[src/source/region_pkg.sv]
// widths, region tag, data RAM sizes, interrupt sizes and the response-source enum
`default_nettype none

package region_pkg;

  // LSU and external bus
  localparam int unsigned ADDR_W = 32;
  localparam int unsigned DATA_W = 32;
  localparam int unsigned BE_W   = DATA_W / 8;

  // local data RAM
  localparam int unsigned RAM_BYTES  = 32768;
  localparam int unsigned RAM_WORDS  = RAM_BYTES / BE_W;
  localparam int unsigned RAM_ADDR_W = $clog2(RAM_WORDS);

  // host port addresses bytes inside the RAM
  localparam int unsigned APB_ADDR_W = $clog2(RAM_BYTES);

  // upper address bits that select the local RAM
  localparam logic [11:0] REGION_TAG     = 12'h001;
  localparam int unsigned REGION_TAG_LSB = 20;

  // interrupt lines
  localparam int unsigned IRQ_N    = 32;
  localparam int unsigned IRQ_ID_W = $clog2(IRQ_N);

  // target whose response is due next
  typedef enum logic [0:0] {
    RESP_RAM = 1'b0,
    RESP_EXT = 1'b1
  } resp_src_t;

endpackage

`default_nettype wire

[src/source/irq_encoder.sv]
// any-interrupt flag and index of the highest set line
`default_nettype none

module irq_encoder (
  input  wire logic [region_pkg::IRQ_N-1:0]    irq_i,
  output logic                                 irq_o,
  output logic [region_pkg::IRQ_ID_W-1:0]      irq_id_o
);

  assign irq_o = |irq_i;

  // later lines overwrite earlier ones and the highest wins
  always_comb begin
    irq_id_o = '0;
    for (int i = 0; i < region_pkg::IRQ_N; i++) begin
      if (irq_i[i]) begin
        irq_id_o = region_pkg::IRQ_ID_W'(i);
      end
    end
  end

endmodule

`default_nettype wire

[config.mk]
export PLATFORM = sky130hd
export DESIGN_NAME = irq_encoder
export DESIGN_NICKNAME = d
export VERILOG_FILES = /design/src/source/region_pkg.sv /design/src/source/irq_encoder.sv
export SDC_FILE = /design/constraint.sdc
export NUM_CORES = 1
export LEC_CHECK = 0
export CORE_AREA = 2 2 39 41
export DETAILED_ROUTE_END_ITERATION = 10
export DIE_AREA = 0 0 41 43
export DONT_BUFFER_PORTS = 1
export SYNTH_ARGS = -nofsm -noshare
export SYNTH_HDL_FRONTEND = slang
export SYNTH_SLANG_ARGS = --single-unit
[constraint.sdc]
create_clock -name vclk -period 1.7
set_input_delay 0.34 -clock vclk [all_inputs]
set_output_delay 0.34 -clock vclk [all_outputs]
set_load 0.005 [all_outputs]
==> summary.txt <==
Outcome
  • Status: finished, violations left
  • Failing checks: negative setup slack

Worst setup path
  • CP most frequent cell: or4_4
  • Slowest cell on crit path: or4_4
  • Critical Path Sink Type: output pin
  • Top Family by Delay on Critical Path: simple AND/OR/NAND/NOR gates
  • CP peak stage delay: 0.53 ns
  • Sequence of cells on the critical path: or4_4 > or4_4
  • CP Max Fanout: 3
  • Crit start category: input pin
  • Crit path buf inv count: 0
  • Worst endpoint required time: 1.36 ns
  • WS Path Type: input pin to output pin
  • Crit path DAT: 1.37 ns

Route
  • DR vias: 504
  • Starting DRT DRC Count: 8
  • WL final: 1210 um
  • Vias/cell: 5.86
  • Routed len/inst: 14.1 um
  • DRC errors left: 0
  • First-pass detailed-route iteration total: 4
  • Routed Antenna Nets: 0

Place
  • Post-detail-place hpwl: 1010 um
  • Placed cells: 84
  • Placer congestion estimate: 0.724
  • Count of input and output buffers: 0

STA
  • Minimum clock period: 1.71 ns
  • RSZ-0062 raised after global routing: true
  • Hold_ws: 0.795 ns
  • Setup ws final: -0.00804 ns
  • Hold Fails Final Rpt: 0
  • Fin crit share: 1.00
  • Measured slew at the worst slew-check pin: 0.329 ns
  • Slew HR: 0.778
  • Final Max Slew Viols: 0
  • Fmax: 585 MHz
  • # setup viols final: 2
  • Setup TNS: -0.00956 ns

Layout
  • Clkbuf count: 0
  • Number of sequential cells: 0
  • Fill cells: 159
  • Nets: 104
  • Layout Cells excl Fill: 86
  • P&R area growth vs syn: 33.1%
  • Final antenna diode count: 0
  • Register Area: 0 um2
  • Commonest non-fill, non-tap cells in the layout: 14 x nor2_1, 8 x buf_4, 6 x inv_1, 5 x nor3_1, 4 x a21oi_1
  • Core Util, Final: 0.353
  • Leading cell type in the layout, fill and taps excluded: nor2_1
  • Share of layout cells above drive strength 1: 0.271

GRT
  • Maximum number of pins on one net before global-route repair: 6
  • First-pass GRT wire length: 1790 um
  • GRT Util Overall: 0.134
  • Vias in the first global route: 477
  • Antenna violations before repair: 0
  • Congestion Overflow GR: 0

Synthesis
  • Synth Area in Compound Gates: 0.365
  • Syn_nets: 94
  • Post-synthesis cell count: 62
  • Mux contribution to synthesized area: 0
  • Area leader, netlist: nor2_1
  • Top post-synthesis cells by area: nor2_1 14%, a21oi_1 8.2%, nor3_1 6.8%, nor4_2 6.8%, inv_1 6.1%
  • Ys Warns: 0
  • Synthesized cell area: 367 um2
  • Simple logic cell fraction of the synthesized area: 0.573
  • Average size of a mapped cell: 5.91 um2
  • Area share of fa/ha/maj cells after synthesis: 0
  • Post-synthesis sequential area ratio: 0
  • Largest family of logic cells by synthesized area: simple AND/OR/NAND/NOR gates
  • Post-Synth XOR/XNOR Area: 0
  • Post-synth cell types: 25
  • Post-synth top area share: 0.143

Floorplan
  • Die area: 0.00176 mm2
  • Cell row count: 14
  • Starting Density: 0.265
  • Core area: 0.00138 mm2
  • Count of boundary I/O pins: 38
  • Die width: 41 um
  • Die Y: 43 um

Power and ir drop
  • Worst VDD drop: 0.0349 mV
  • Leakage: 0.156 nW
  • Power per Cell Area: 106 mW/mm2

Run
  • Max-cap violations: 0

CTS
  • CTS Hold Bufs: 0

Worst hold path
  • Hold WC Path Type: input pin to output pin
## power breakdown
group	switching [mW]	total, mW	internal [mW]
Clock	0	0	0
Combinational	0.0242	0.0516	0.0274
Sequential	0	0	0
Total	0.0242	0.0516	0.0274
## metal layers
layer / routed length, um / vias to the layer above / GRT usage
li1: - / 257 / -
met1: 433 / 223 / 0.180
met2: 667 / 22 / 0.209
met3: 92 / 2 / 0.0262
met4: 16 / 0 / 0.0333
met5: 0 / - / 0
## cell families (layout without fill, tap and decap cells)
family,count (synthesis),in the layout
simple gates,36,36
compound gates,20,20
buf+inv,6,14
## Yosys cell counts, types with 2 or more instances
master and number:
nor3_1 5, nor2_1 14, a221o_1 2, a21oi_1 6, o21ai_1 2, nand2_1 3
nor4_2 2, or4_1 3, o21ai_0 2, nor4_1 3, inv_1 6
## area by class of cell
cell class / instances / area, um2 / share of cell area
inverter: 6 / 22.5 / 0.0462
multi-input combinational: 56 / 385 / 0.790
tap: 16 / 20.0 / 0.0410
timing repair buffer: 8 / 60.1 / 0.123
## path summary, 6_finish.rpt
check	from	endpoint	slack, ns	depth (start not counted)
setup / recovery	irq_i[12]	irq_o	-0.008	2
hold / removal	irq_i[31]	irq_id_o[2]	0.79	2
## repair_timing
action / in CTS / in global routing
setup buffers: 2 / 0
resized for setup: 6 / 1
pin swaps: 4 / 3
cloned: 0 / 0
endpoints found under the setup margin: 2 / 2
## through the flow
stage	power (mW)	setup WS [ns]	area (um2)
after floorplan	0.0370	-0.0211	375
after global placement	0.0449	-0.0630	440
after detailed placement	0.0459	-0.0746	440
after CTS	0.0511	-0.0364	482
after global routing	0.0571	-0.0658	488
final	0.0516	-0.00804	488
Power figures use the tool's default switching activity.
