===== src/source/region_pkg.sv =====
// widths, region tag, data RAM sizes, interrupt sizes and the response-source enum
`default_nettype none

package region_pkg;

  // LSU and external bus
  localparam int unsigned ADDR_W = 32;
  localparam int unsigned DATA_W = 32;
  localparam int unsigned BE_W   = DATA_W / 8;

  // local data RAM
  localparam int unsigned RAM_BYTES  = 32768;
  localparam int unsigned RAM_WORDS  = RAM_BYTES / BE_W;
  localparam int unsigned RAM_ADDR_W = $clog2(RAM_WORDS);

  // host port addresses bytes inside the RAM
  localparam int unsigned APB_ADDR_W = $clog2(RAM_BYTES);

  // upper address bits that select the local RAM
  localparam logic [11:0] REGION_TAG     = 12'h001;
  localparam int unsigned REGION_TAG_LSB = 20;

  // interrupt lines
  localparam int unsigned IRQ_N    = 32;
  localparam int unsigned IRQ_ID_W = $clog2(IRQ_N);

  // target whose response is due next
  typedef enum logic [0:0] {
    RESP_RAM = 1'b0,
    RESP_EXT = 1'b1
  } resp_src_t;

endpackage

`default_nettype wire


===== src/source/data_ram_arbiter.sv =====
// host-priority arbiter of the core and host ports onto one RAM port
`default_nettype none

module data_ram_arbiter (
  input  wire logic                              clk,
  input  wire logic                              rst_n,
  // core side
  input  wire logic                              core_req_i,
  input  wire logic [region_pkg::RAM_ADDR_W-1:0] core_addr_i,
  input  wire logic                              core_we_i,
  input  wire logic [region_pkg::BE_W-1:0]       core_be_i,
  input  wire logic [region_pkg::DATA_W-1:0]     core_wdata_i,
  output logic                                   core_gnt_o,
  output logic                                   core_rvalid_o,
  output logic [region_pkg::DATA_W-1:0]          core_rdata_o,
  // host side
  input  wire logic                              host_req_i,
  input  wire logic [region_pkg::RAM_ADDR_W-1:0] host_addr_i,
  input  wire logic                              host_we_i,
  input  wire logic [region_pkg::BE_W-1:0]       host_be_i,
  input  wire logic [region_pkg::DATA_W-1:0]     host_wdata_i,
  output logic [region_pkg::DATA_W-1:0]          host_rdata_o,
  // RAM side
  output logic                                   mem_en_o,
  output logic [region_pkg::RAM_ADDR_W-1:0]      mem_addr_o,
  output logic                                   mem_we_o,
  output logic [region_pkg::BE_W-1:0]            mem_be_o,
  output logic [region_pkg::DATA_W-1:0]          mem_wdata_o,
  input  wire logic [region_pkg::DATA_W-1:0]     mem_rdata_i
);

  logic core_gnt_q;

  // host always wins and the core waits for a free cycle
  assign core_gnt_o = core_req_i & ~host_req_i;
  assign mem_en_o   = core_req_i | host_req_i;

  always_comb begin
    if (host_req_i) begin
      mem_addr_o  = host_addr_i;
      mem_we_o    = host_we_i;
      mem_be_o    = host_be_i;
      mem_wdata_o = host_wdata_i;
    end else begin
      mem_addr_o  = core_addr_i;
      mem_we_o    = core_we_i;
      mem_be_o    = core_be_i;
      mem_wdata_o = core_wdata_i;
    end
  end

  // RAM answers one cycle after the grant
  always_ff @(posedge clk or negedge rst_n) begin
    if (!rst_n) begin
      core_gnt_q <= 1'b0;
    end else begin
      core_gnt_q <= core_gnt_o;
    end
  end

  assign core_rvalid_o = core_gnt_q;

  // read data fanned out to both ports
  assign core_rdata_o = mem_rdata_i;
  assign host_rdata_o = mem_rdata_i;

endmodule

`default_nettype wire


===== config.mk =====
export PLATFORM = sky130hd
export DESIGN_NAME = data_ram_arbiter
export DESIGN_NICKNAME = d
export VERILOG_FILES = /design/src/source/region_pkg.sv /design/src/source/data_ram_arbiter.sv
export SDC_FILE = /design/constraint.sdc
export NUM_CORES = 1
export LEC_CHECK = 0
export BUFFER_PORTS_ARGS = -buffer_cell sky130_fd_sc_hd__buf_2
export CORE_AREA = 10 10 89 91
export CTS_BUF_LIST = sky130_fd_sc_hd__clkbuf_4 sky130_fd_sc_hd__clkbuf_8
export CTS_CLUSTER_SIZE = 10
export DETAILED_ROUTE_END_ITERATION = 8
export DIE_AREA = 0 0 99 101
export GPL_TIMING_DRIVEN = 1
export HOLD_SLACK_MARGIN = 0.02
export MAX_ROUTING_LAYER = met4
export PLACE_DENSITY = 0.79
export SETUP_SLACK_MARGIN = 0.02
export SLEW_MARGIN = 20
export SYNTH_ARGS = -nofsm -noshare
export SYNTH_HDL_FRONTEND = slang
export SYNTH_SLANG_ARGS = --single-unit

===== constraint.sdc =====
create_clock -name clk -period 1.4 [get_ports clk]
set_input_delay 0.28 -clock clk [delete_from_list [all_inputs] [get_ports clk]]
set_output_delay 0.28 -clock clk [all_outputs]
set_load 0.01 [all_outputs]

==> flow_metrics.tcl <==
set metrics [dict create \
    worst-endpoint-required_ns 1.12 \
    power_per_cell_area_nw_per_um2 359 \
    switching_share 0.362 \
    routed_wirelength_mm 5.27 \
    grt_pass1_vias 1341 \
    die_x_um 99 \
    drt.antenna.violating_nets 0 \
    critical_path.startpoint_type "primary input" \
    timing.setup.critical_path_class "in2out" \
    totalPowerFinal_w 0.000640 \
    final_hold_viol_count 0 \
    ys_warn_count 0 \
    boundaryPins 253 \
    comb_power_share 0.951 \
    drt_drc_violations_left 0 \
    period_needed_ns 1.36 \
    maxCapViolCount 0 \
    kind_of_capture_point_of_the_worst_setup_path "output port" \
    syn-num-nets 259 \
    p_int_w 0.000409 \
    via_count 1151 \
    cts_hold_buf 0 \
    gp_routability_congestion 0.828 \
    power.clock.fraction 0 \
    status "finished clean" \
    setup_slack_ns 0.0411 \
    p_leak_nw 1.09 \
    synthCells 123 \
    power_switching_w 0.000232 \
    core.rowCount 29 \
    worst_hold_path_type "in2async" \
    finalMaxSlewViolations 0 \
    syn-mean-instance-area_um2 11.2 \
    n_antenna_cell 0 \
    pwr-share-seq 0.049 \
    ys_seq_elements 1 \
    groute.usage.overall 0.0910 \
    yosysSeqAreaShare 0.0182 \
    worst-slew-pin-transition_ns 0.154 \
    fin_worst_hold_slack_ns 0.0568 \
    clkTransAtPathRegs_ns 0 \
    grt_overflow_total 0 \
    drive_gt1_frac 0.991 \
    area.growth.synth_to_final_pct 30.0 \
    placeableCoreArea_um2 6200 \
    detailedPlace.worstSlack_ns -0.0452 \
    slew_margin_rel 0.897 \
    dieArea_um2 10000 \
    largest_register_ff_count 1 \
    avgViaCountPerCell 3.96 \
    port_buffers 156 \
    achievable_frequency_mhz 736 \
    drt-pass1-iter-count 2 \
    grt_start_max_net_pins 15 \
    num-nets-final 352 \
    post_route_fraction_of_the_period_consumed_by_the_critical_path 0.971 \
    finalSetupViolCount 0 \
    post_drt_wl_per_cell_um 18.1 \
    grt_antenna_before_repair 0 \
    grt_pass1_wl_mm 7.45 \
    syn-cell-area_um2 1370 \
    drc_violation_total_after_the_first_tritonroute_iteration 6 \
    initial_utilization 0.221 \
    netlist-cell-type-count 8 \
    rsz0062_at_grt "true" \
    die-height_um 101 \
    fill_cells 667 \
    dp_hpwl_mm 4.54 \
    timing.critical_path.fanout_max 12 \
    critPathArrivalTime_ns 1.08 \
    max_vdd_drop_mv 0.174 \
]
cell usage in the layout (no fill, tap or decap):
cell       Yosys  layout
buf_12         5       2
buf_16         0       2
buf_2          0     155
buf_6          1       1
clkbuf_16      0       1
dfrtp_1        1       1
mux2_2         2       2
mux2_4        48      48
nor2b_1        1       1
or2_2          1       1
cells by family (layout without fill, tap and decap cells):
| logic type | after synthesis | count (layout) | synth area share |
|---|---|---|---|
| buffers and inverters | 70 | 161 | 0.431 |
| DFF | 1 | 1 | 0.0182 |
| muxes | 50 | 50 | 0.541 |
| and+or+nand+nor | 2 | 2 | 0.00912 |
worst max path at each step:
stage	from	end	slack, ns	depth (start not counted)
after detailed placement	host_req_i	mem_wdata_o[16]	-0.05	4
after global placement	host_req_i	mem_wdata_o[16]	-0.02	4
final	host_req_i	mem_wdata_o[8]	0.04	4
after global routing	host_req_i	mem_wdata_o[14]	0.01	4
after CTS	host_req_i	mem_wdata_o[3]	0.03	4
after floorplan	host_req_i	mem_addr_o[0]	0.24	3
synth_stat cells (all sizes together):
library cell  number  area [µm²]
dfrtp              1        25.0
mux2              50         743
or2                1        6.26
buf               70         592
nor2b              1        6.26
worst max-delay path, stage by stage:
cell,delay (ns)
buf_6,0.16
buf_12,0.17
mux2_4,0.30
buf_2,0.15
routing by layer:
layer / wire (µm) / track usage / vias to the layer above
met4: 157 / 0.0298 / 0
met2: 2660 / 0.166 / 91
met3: 576 / 0.0281 / 28
met5: 0 / - / -
met1: 1870 / 0.0902 / 499
li1: - / - / 533
per-stage QoR:
step	setup TNS (ns)	instances	utilization	instance area, µm²
after floorplan	0	123	-	1370
after global placement	-0.291	288	0.274	1700
after detailed placement	-1.39	288	0.274	1700
after CTS	0	290	0.284	1760
after global routing	0	291	0.288	1780
final	0	291	0.288	1780
power groups by stage:
stage / clock network, W / logic (W) / registers [W]
after floorplan: 0 / 0.000517 / 0.0000321
after global placement: 0 / 0.000572 / 0.0000311
after detailed placement: 0 / 0.000585 / 0.0000312
after CTS: 0 / 0.000613 / 0.0000312
after global routing: 0 / 0.000652 / 0.0000312
final: 0 / 0.000609 / 0.0000312
area by class of cell:
type	instances	area, µm²	area share
multi-input combinational	52	756	0.424
sequential	1	25.0	0.0140
tap	77	96.3	0.0540
timing repair buffer	161	907	0.508
what timing repair did:
action,in CTS,in global routing
setup buffers,0,0
resized for setup,4,0
hold endpoints to repair,0,0
gates cloned,2,1
setup endpoints to repair,48,11
No activity file was read; power rests on OpenSTA's default activity.
