### src/source/region_pkg.sv
// widths, region tag, data RAM sizes, interrupt sizes and the response-source enum
`default_nettype none

package region_pkg;

  // LSU and external bus
  localparam int unsigned ADDR_W = 32;
  localparam int unsigned DATA_W = 32;
  localparam int unsigned BE_W   = DATA_W / 8;

  // local data RAM
  localparam int unsigned RAM_BYTES  = 32768;
  localparam int unsigned RAM_WORDS  = RAM_BYTES / BE_W;
  localparam int unsigned RAM_ADDR_W = $clog2(RAM_WORDS);

  // host port addresses bytes inside the RAM
  localparam int unsigned APB_ADDR_W = $clog2(RAM_BYTES);

  // upper address bits that select the local RAM
  localparam logic [11:0] REGION_TAG     = 12'h001;
  localparam int unsigned REGION_TAG_LSB = 20;

  // interrupt lines
  localparam int unsigned IRQ_N    = 32;
  localparam int unsigned IRQ_ID_W = $clog2(IRQ_N);

  // target whose response is due next
  typedef enum logic [0:0] {
    RESP_RAM = 1'b0,
    RESP_EXT = 1'b1
  } resp_src_t;

endpackage

`default_nettype wire

### src/source/lsu_router.sv
// LSU address decode, grant steering and response-source FSM
`default_nettype none

module lsu_router (
  input  wire logic                              clk,
  input  wire logic                              rst_n,
  // core LSU port
  input  wire logic                              lsu_req_i,
  input  wire logic [region_pkg::ADDR_W-1:0]     lsu_addr_i,
  input  wire logic                              lsu_we_i,
  input  wire logic [region_pkg::BE_W-1:0]       lsu_be_i,
  input  wire logic [region_pkg::DATA_W-1:0]     lsu_wdata_i,
  output logic                                   lsu_gnt_o,
  output logic                                   lsu_rvalid_o,
  output logic [region_pkg::DATA_W-1:0]          lsu_rdata_o,
  // external port
  output logic                                   ext_req_o,
  output logic [region_pkg::ADDR_W-1:0]          ext_addr_o,
  output logic                                   ext_we_o,
  output logic [region_pkg::BE_W-1:0]            ext_be_o,
  output logic [region_pkg::DATA_W-1:0]          ext_wdata_o,
  input  wire logic                              ext_gnt_i,
  input  wire logic                              ext_rvalid_i,
  input  wire logic [region_pkg::DATA_W-1:0]     ext_rdata_i,
  // local RAM path
  output logic                                   ram_req_o,
  output logic [region_pkg::RAM_ADDR_W-1:0]      ram_addr_o,
  output logic                                   ram_we_o,
  output logic [region_pkg::BE_W-1:0]            ram_be_o,
  output logic [region_pkg::DATA_W-1:0]          ram_wdata_o,
  input  wire logic                              ram_gnt_i,
  input  wire logic                              ram_rvalid_i,
  input  wire logic [region_pkg::DATA_W-1:0]     ram_rdata_i
);

  logic                  is_local;
  region_pkg::resp_src_t resp_q;
  region_pkg::resp_src_t resp_d;

  // tag compare on the upper twelve address bits
  assign is_local = (lsu_addr_i[region_pkg::REGION_TAG_LSB +: 12] == region_pkg::REGION_TAG);

  assign ram_req_o = lsu_req_i & is_local;
  assign ext_req_o = lsu_req_i & ~is_local;

  // byte offset dropped for the RAM word address
  assign ram_addr_o  = lsu_addr_i[region_pkg::RAM_ADDR_W+1:2];
  assign ram_we_o    = lsu_we_i;
  assign ram_be_o    = lsu_be_i;
  assign ram_wdata_o = lsu_wdata_i;

  assign ext_addr_o  = lsu_addr_i;
  assign ext_we_o    = lsu_we_i;
  assign ext_be_o    = lsu_be_i;
  assign ext_wdata_o = lsu_wdata_i;

  // grant comes from whichever target was addressed
  always_comb begin
    lsu_gnt_o = 1'b0;
    resp_d    = resp_q;
    if (ext_req_o) begin
      lsu_gnt_o = ext_gnt_i;
      if (ext_gnt_i) begin
        resp_d = region_pkg::RESP_EXT;
      end
    end else if (ram_req_o) begin
      lsu_gnt_o = ram_gnt_i;
      if (ram_gnt_i) begin
        resp_d = region_pkg::RESP_RAM;
      end
    end
  end

  always_ff @(posedge clk or negedge rst_n) begin
    if (!rst_n) begin
      resp_q <= region_pkg::RESP_RAM;
    end else begin
      resp_q <= resp_d;
    end
  end

  // the last grant names the source of the single outstanding response
  assign lsu_rdata_o  = (resp_q == region_pkg::RESP_EXT) ? ext_rdata_i : ram_rdata_i;
  assign lsu_rvalid_o = ext_rvalid_i | ram_rvalid_i;

endmodule

`default_nettype wire

### config.mk
export PLATFORM = sky130hd
export DESIGN_NAME = lsu_router
export DESIGN_NICKNAME = d
export VERILOG_FILES = /design/src/source/region_pkg.sv /design/src/source/lsu_router.sv
export SDC_FILE = /design/constraint.sdc
export NUM_CORES = 1
export LEC_CHECK = 0
export ABC_AREA = 1
export ABC_CLOCK_PERIOD_IN_PS = 1200
export CORE_AREA = 2 2 113 115
export DETAILED_ROUTE_END_ITERATION = 6
export DIE_AREA = 0 0 115 117
export DONT_BUFFER_PORTS = 1
export PLACE_DENSITY = 0.3
export SLEW_MARGIN = 20
export SYNTH_ARGS = -nofsm -noshare
export SYNTH_HDL_FRONTEND = slang
export SYNTH_SLANG_ARGS = --single-unit
### constraint.sdc
create_clock -name clk -period 1.2 [get_ports clk]
set_clock_uncertainty 0.2 [all_clocks]
set_input_delay 0.12 -clock clk [delete_from_list [all_inputs] [get_ports clk]]
set_output_delay 0.12 -clock clk [all_outputs]
set_load 0.01 [all_outputs]
==> results.json <==
{
  "worst-setup-path-type": "reg2out",
  "min_from": "lsu_addr_i[7]",
  "largest_reg_flops": 1,
  "cp-end-kind": "output pin",
  "grt_max_degree": 21,
  "core_area_um2": 12300,
  "tightestPinTransition_ns": 0.256,
  "status": "finished with violations",
  "die_h_um": 117,
  "synth_cell_type_count": 14,
  "seq_area_frac_synth": 0.0162,
  "hold_path_class": "in2out",
  "io_pins": 295,
  "clock_latency_ns": 0,
  "grt_pass1_vias": 559,
  "top_register": "resp_q",
  "setup_violations": 32,
  "area_delta_synth_final_pct": -42.8,
  "syn_inst": 177,
  "num_rows": 41,
  "hold_depth": 0,
  "drv_cap": 0,
  "dpl.cell_count": 207,
  "rsz0062_at_grt": "yes",
  "dieArea_um2": 13500,
  "vias_per_cell": 2.82,
  "reg2reg_from": "resp_q",
  "antenna_found_initial": 0,
  "min_to": "ext_addr_o[7]",
  "path_max_fanout": 20,
  "hold_violations": 0,
  "netlist_area_um2": 1550,
  "port_buffers": 0,
  "relSlewSlack": 0.830,
  "grt_overflow": 0,
  "finalInstanceArea_um2": 885,
  "r2r_cells": 3,
  "ant_nets": 0,
  "clock.fmax_mhz": 788,
  "start_util": 0.126,
  "post-route-period-util": 1.06,
  "routed_wl_um": 2540,
  "dpl.hpwl_um": 2250,
  "r2r_slack_ns": 0.11,
  "ys_warn_count": 0,
  "dpl_cell_area_um2": 820,
  "ir_drop_mv": 0.0520,
  "layout-drive-gt1-share": 0.780,
  "drcViolationCount": 0,
  "first_iter_violations": 11,
  "violations": "setup timing",
  "finish.net_count": 201,
  "crit_path_start_kind": "flip-flop",
  "die_x_um": 115,
  "grt_usage": 0.0278,
  "worst-endpoint-arrival_ns": 0.95,
  "synth_fp_nets": 317,
  "finalWorstSetupSlack_ns": -0.0692,
  "fin_cells": 209,
  "grt_pass1_wl_um": 2870,
  "diodes": 0,
  "drt_first_pass_iters": 2,
  "synth_area_per_cell_um2": 8.74,
  "crit_required_ns": 0.88,
  "cellLeakagePower_nw": 0.407,
  "report.final.slew_viol_count": 0,
  "via_count": 590,
  "avgRoutedWirePerCell_um": 12.1,
  "dp_slack_ns": -0.0854,
  "top_regs": "resp_q (1)",
  "r2r-end": "resp_q",
  "fin_crit_ns": 1.27,
  "ys_seq_elements": 1,
  "p_per_area_nw_per_um2": 207,
  "gp_congestion": 0.529,
  "path_clk_slew_ns": 0
}
==> per-layer routing <==
layer	share of wire	global-route usage
met5	0	0
met1	0.30	0.0245
met2	0.46	0.0486
met3	0.22	0.0201
met4	0.021	0.0120
==> layout by cell type (no fill, tap or decap) <==
| cell | n |
|---|---|
| inv_1 | 1 |
| nand2_2 | 1 |
| buf_4 | 1 |
| dfrtp_2 | 1 |
| and2_1 | 1 |
| nor2_4 | 1 |
| a21oi_1 | 1 |
| inv_8 | 1 |
| nand3_2 | 1 |
| mux2_4 | 32 |
| nand2_1 | 5 |
| buf_6 | 1 |
| dlygate4sd3_1 | 1 |
| nor2_2 | 4 |
| or2_2 | 1 |
| nand4_1 | 1 |
| buf_12 | 2 |
| nor2_1 | 3 |
==> repair_timing <==
| item | CTS | global route |
|---|---|---|
| buffers inserted | 1 | 0 |
| endpoints found under the setup margin | 33 | 35 |
| pin swaps | 5 | 2 |
| gates resized for setup | 14 | 2 |
| endpoints found under the hold margin | 1 | 0 |
| hold buffers | 1 | 0 |
==> worst max-delay path, stage by stage (launching register included) <==
cell     delay [ns]
dfrtp_2        0.39
buf_12         0.21
mux2_4         0.34
==> cell usage after synthesis <==
master	instances	area [um2]
inv_1	2	7.51
nor2_1	8	30.0
buf_12	3	60.1
mux2_4	29	435
nand2_1	6	22.5
and2_1	1	6.26
buf_6	1	11.3
or2_2	1	6.26
a21oi_1	1	5.00
buf_4	119	893
nand3_1	1	5.00
dfrtp_1	1	25.0
mux2_2	3	33.8
nand4_1	1	6.26
==> through the flow <==
| stage | setup TNS [ns] | total power, mW | hold slack, ns | util |
|---|---|---|---|---|
| 2_1_floorplan | -1.63 | 0.572 | -0.376 | - |
| 5_1_grt | -2.38 | 0.197 | 0.0400 | 0.0718 |
| 3_5_place_dp | -2.05 | 0.175 | -0.376 | 0.0666 |
| 3_3_place_gp | -1.65 | 0.175 | -0.376 | 0.0666 |
| 4_1_cts | -1.73 | 0.185 | 0.0401 | 0.0713 |
| 6_report | -1.56 | 0.183 | 0.0400 | 0.0718 |
==> cells by family after synthesis <==
kind of cell / share of synthesized area
AOI/OAI and AO/OA: 0.00323
buffers and inverters: 0.628
muxes: 0.303
and+or+nand+nor: 0.0493
DFF: 0.0162
==> worst max-delay path by stage <==
stage,from,to,slack [ns]
5_1_grt,resp_q,lsu_rdata_o[8],-0.09
4_1_cts,resp_q,lsu_rdata_o[9],-0.08
3_3_place_gp,resp_q,lsu_rdata_o[13],-0.07
2_1_floorplan,resp_q,lsu_rdata_o[0],-0.06
3_5_place_dp,resp_q,lsu_rdata_o[9],-0.09
6_report,resp_q,lsu_rdata_o[9],-0.07
==> cell type report <==
| cell class | instances | area (um2) |
|---|---|---|
| inverters | 2 | 15.0 |
| repair buffers | 5 | 68.8 |
| flip-flops and latches | 1 | 26.3 |
| fillers | 1426 | 11400 |
| multi-input cells | 51 | 587 |
| well taps | 150 | 188 |
==> power breakdown <==
group / leakage [nW] / internal, mW / switching, mW
combinational: 0.399 / 0.0875 / 0.0615
clock: 0 / 0 / 0
sequential: 0.00844 / 0.0343 / 0.0000198
total: 0.407 / 0.122 / 0.0615
Power figures use the tool's default switching activity.
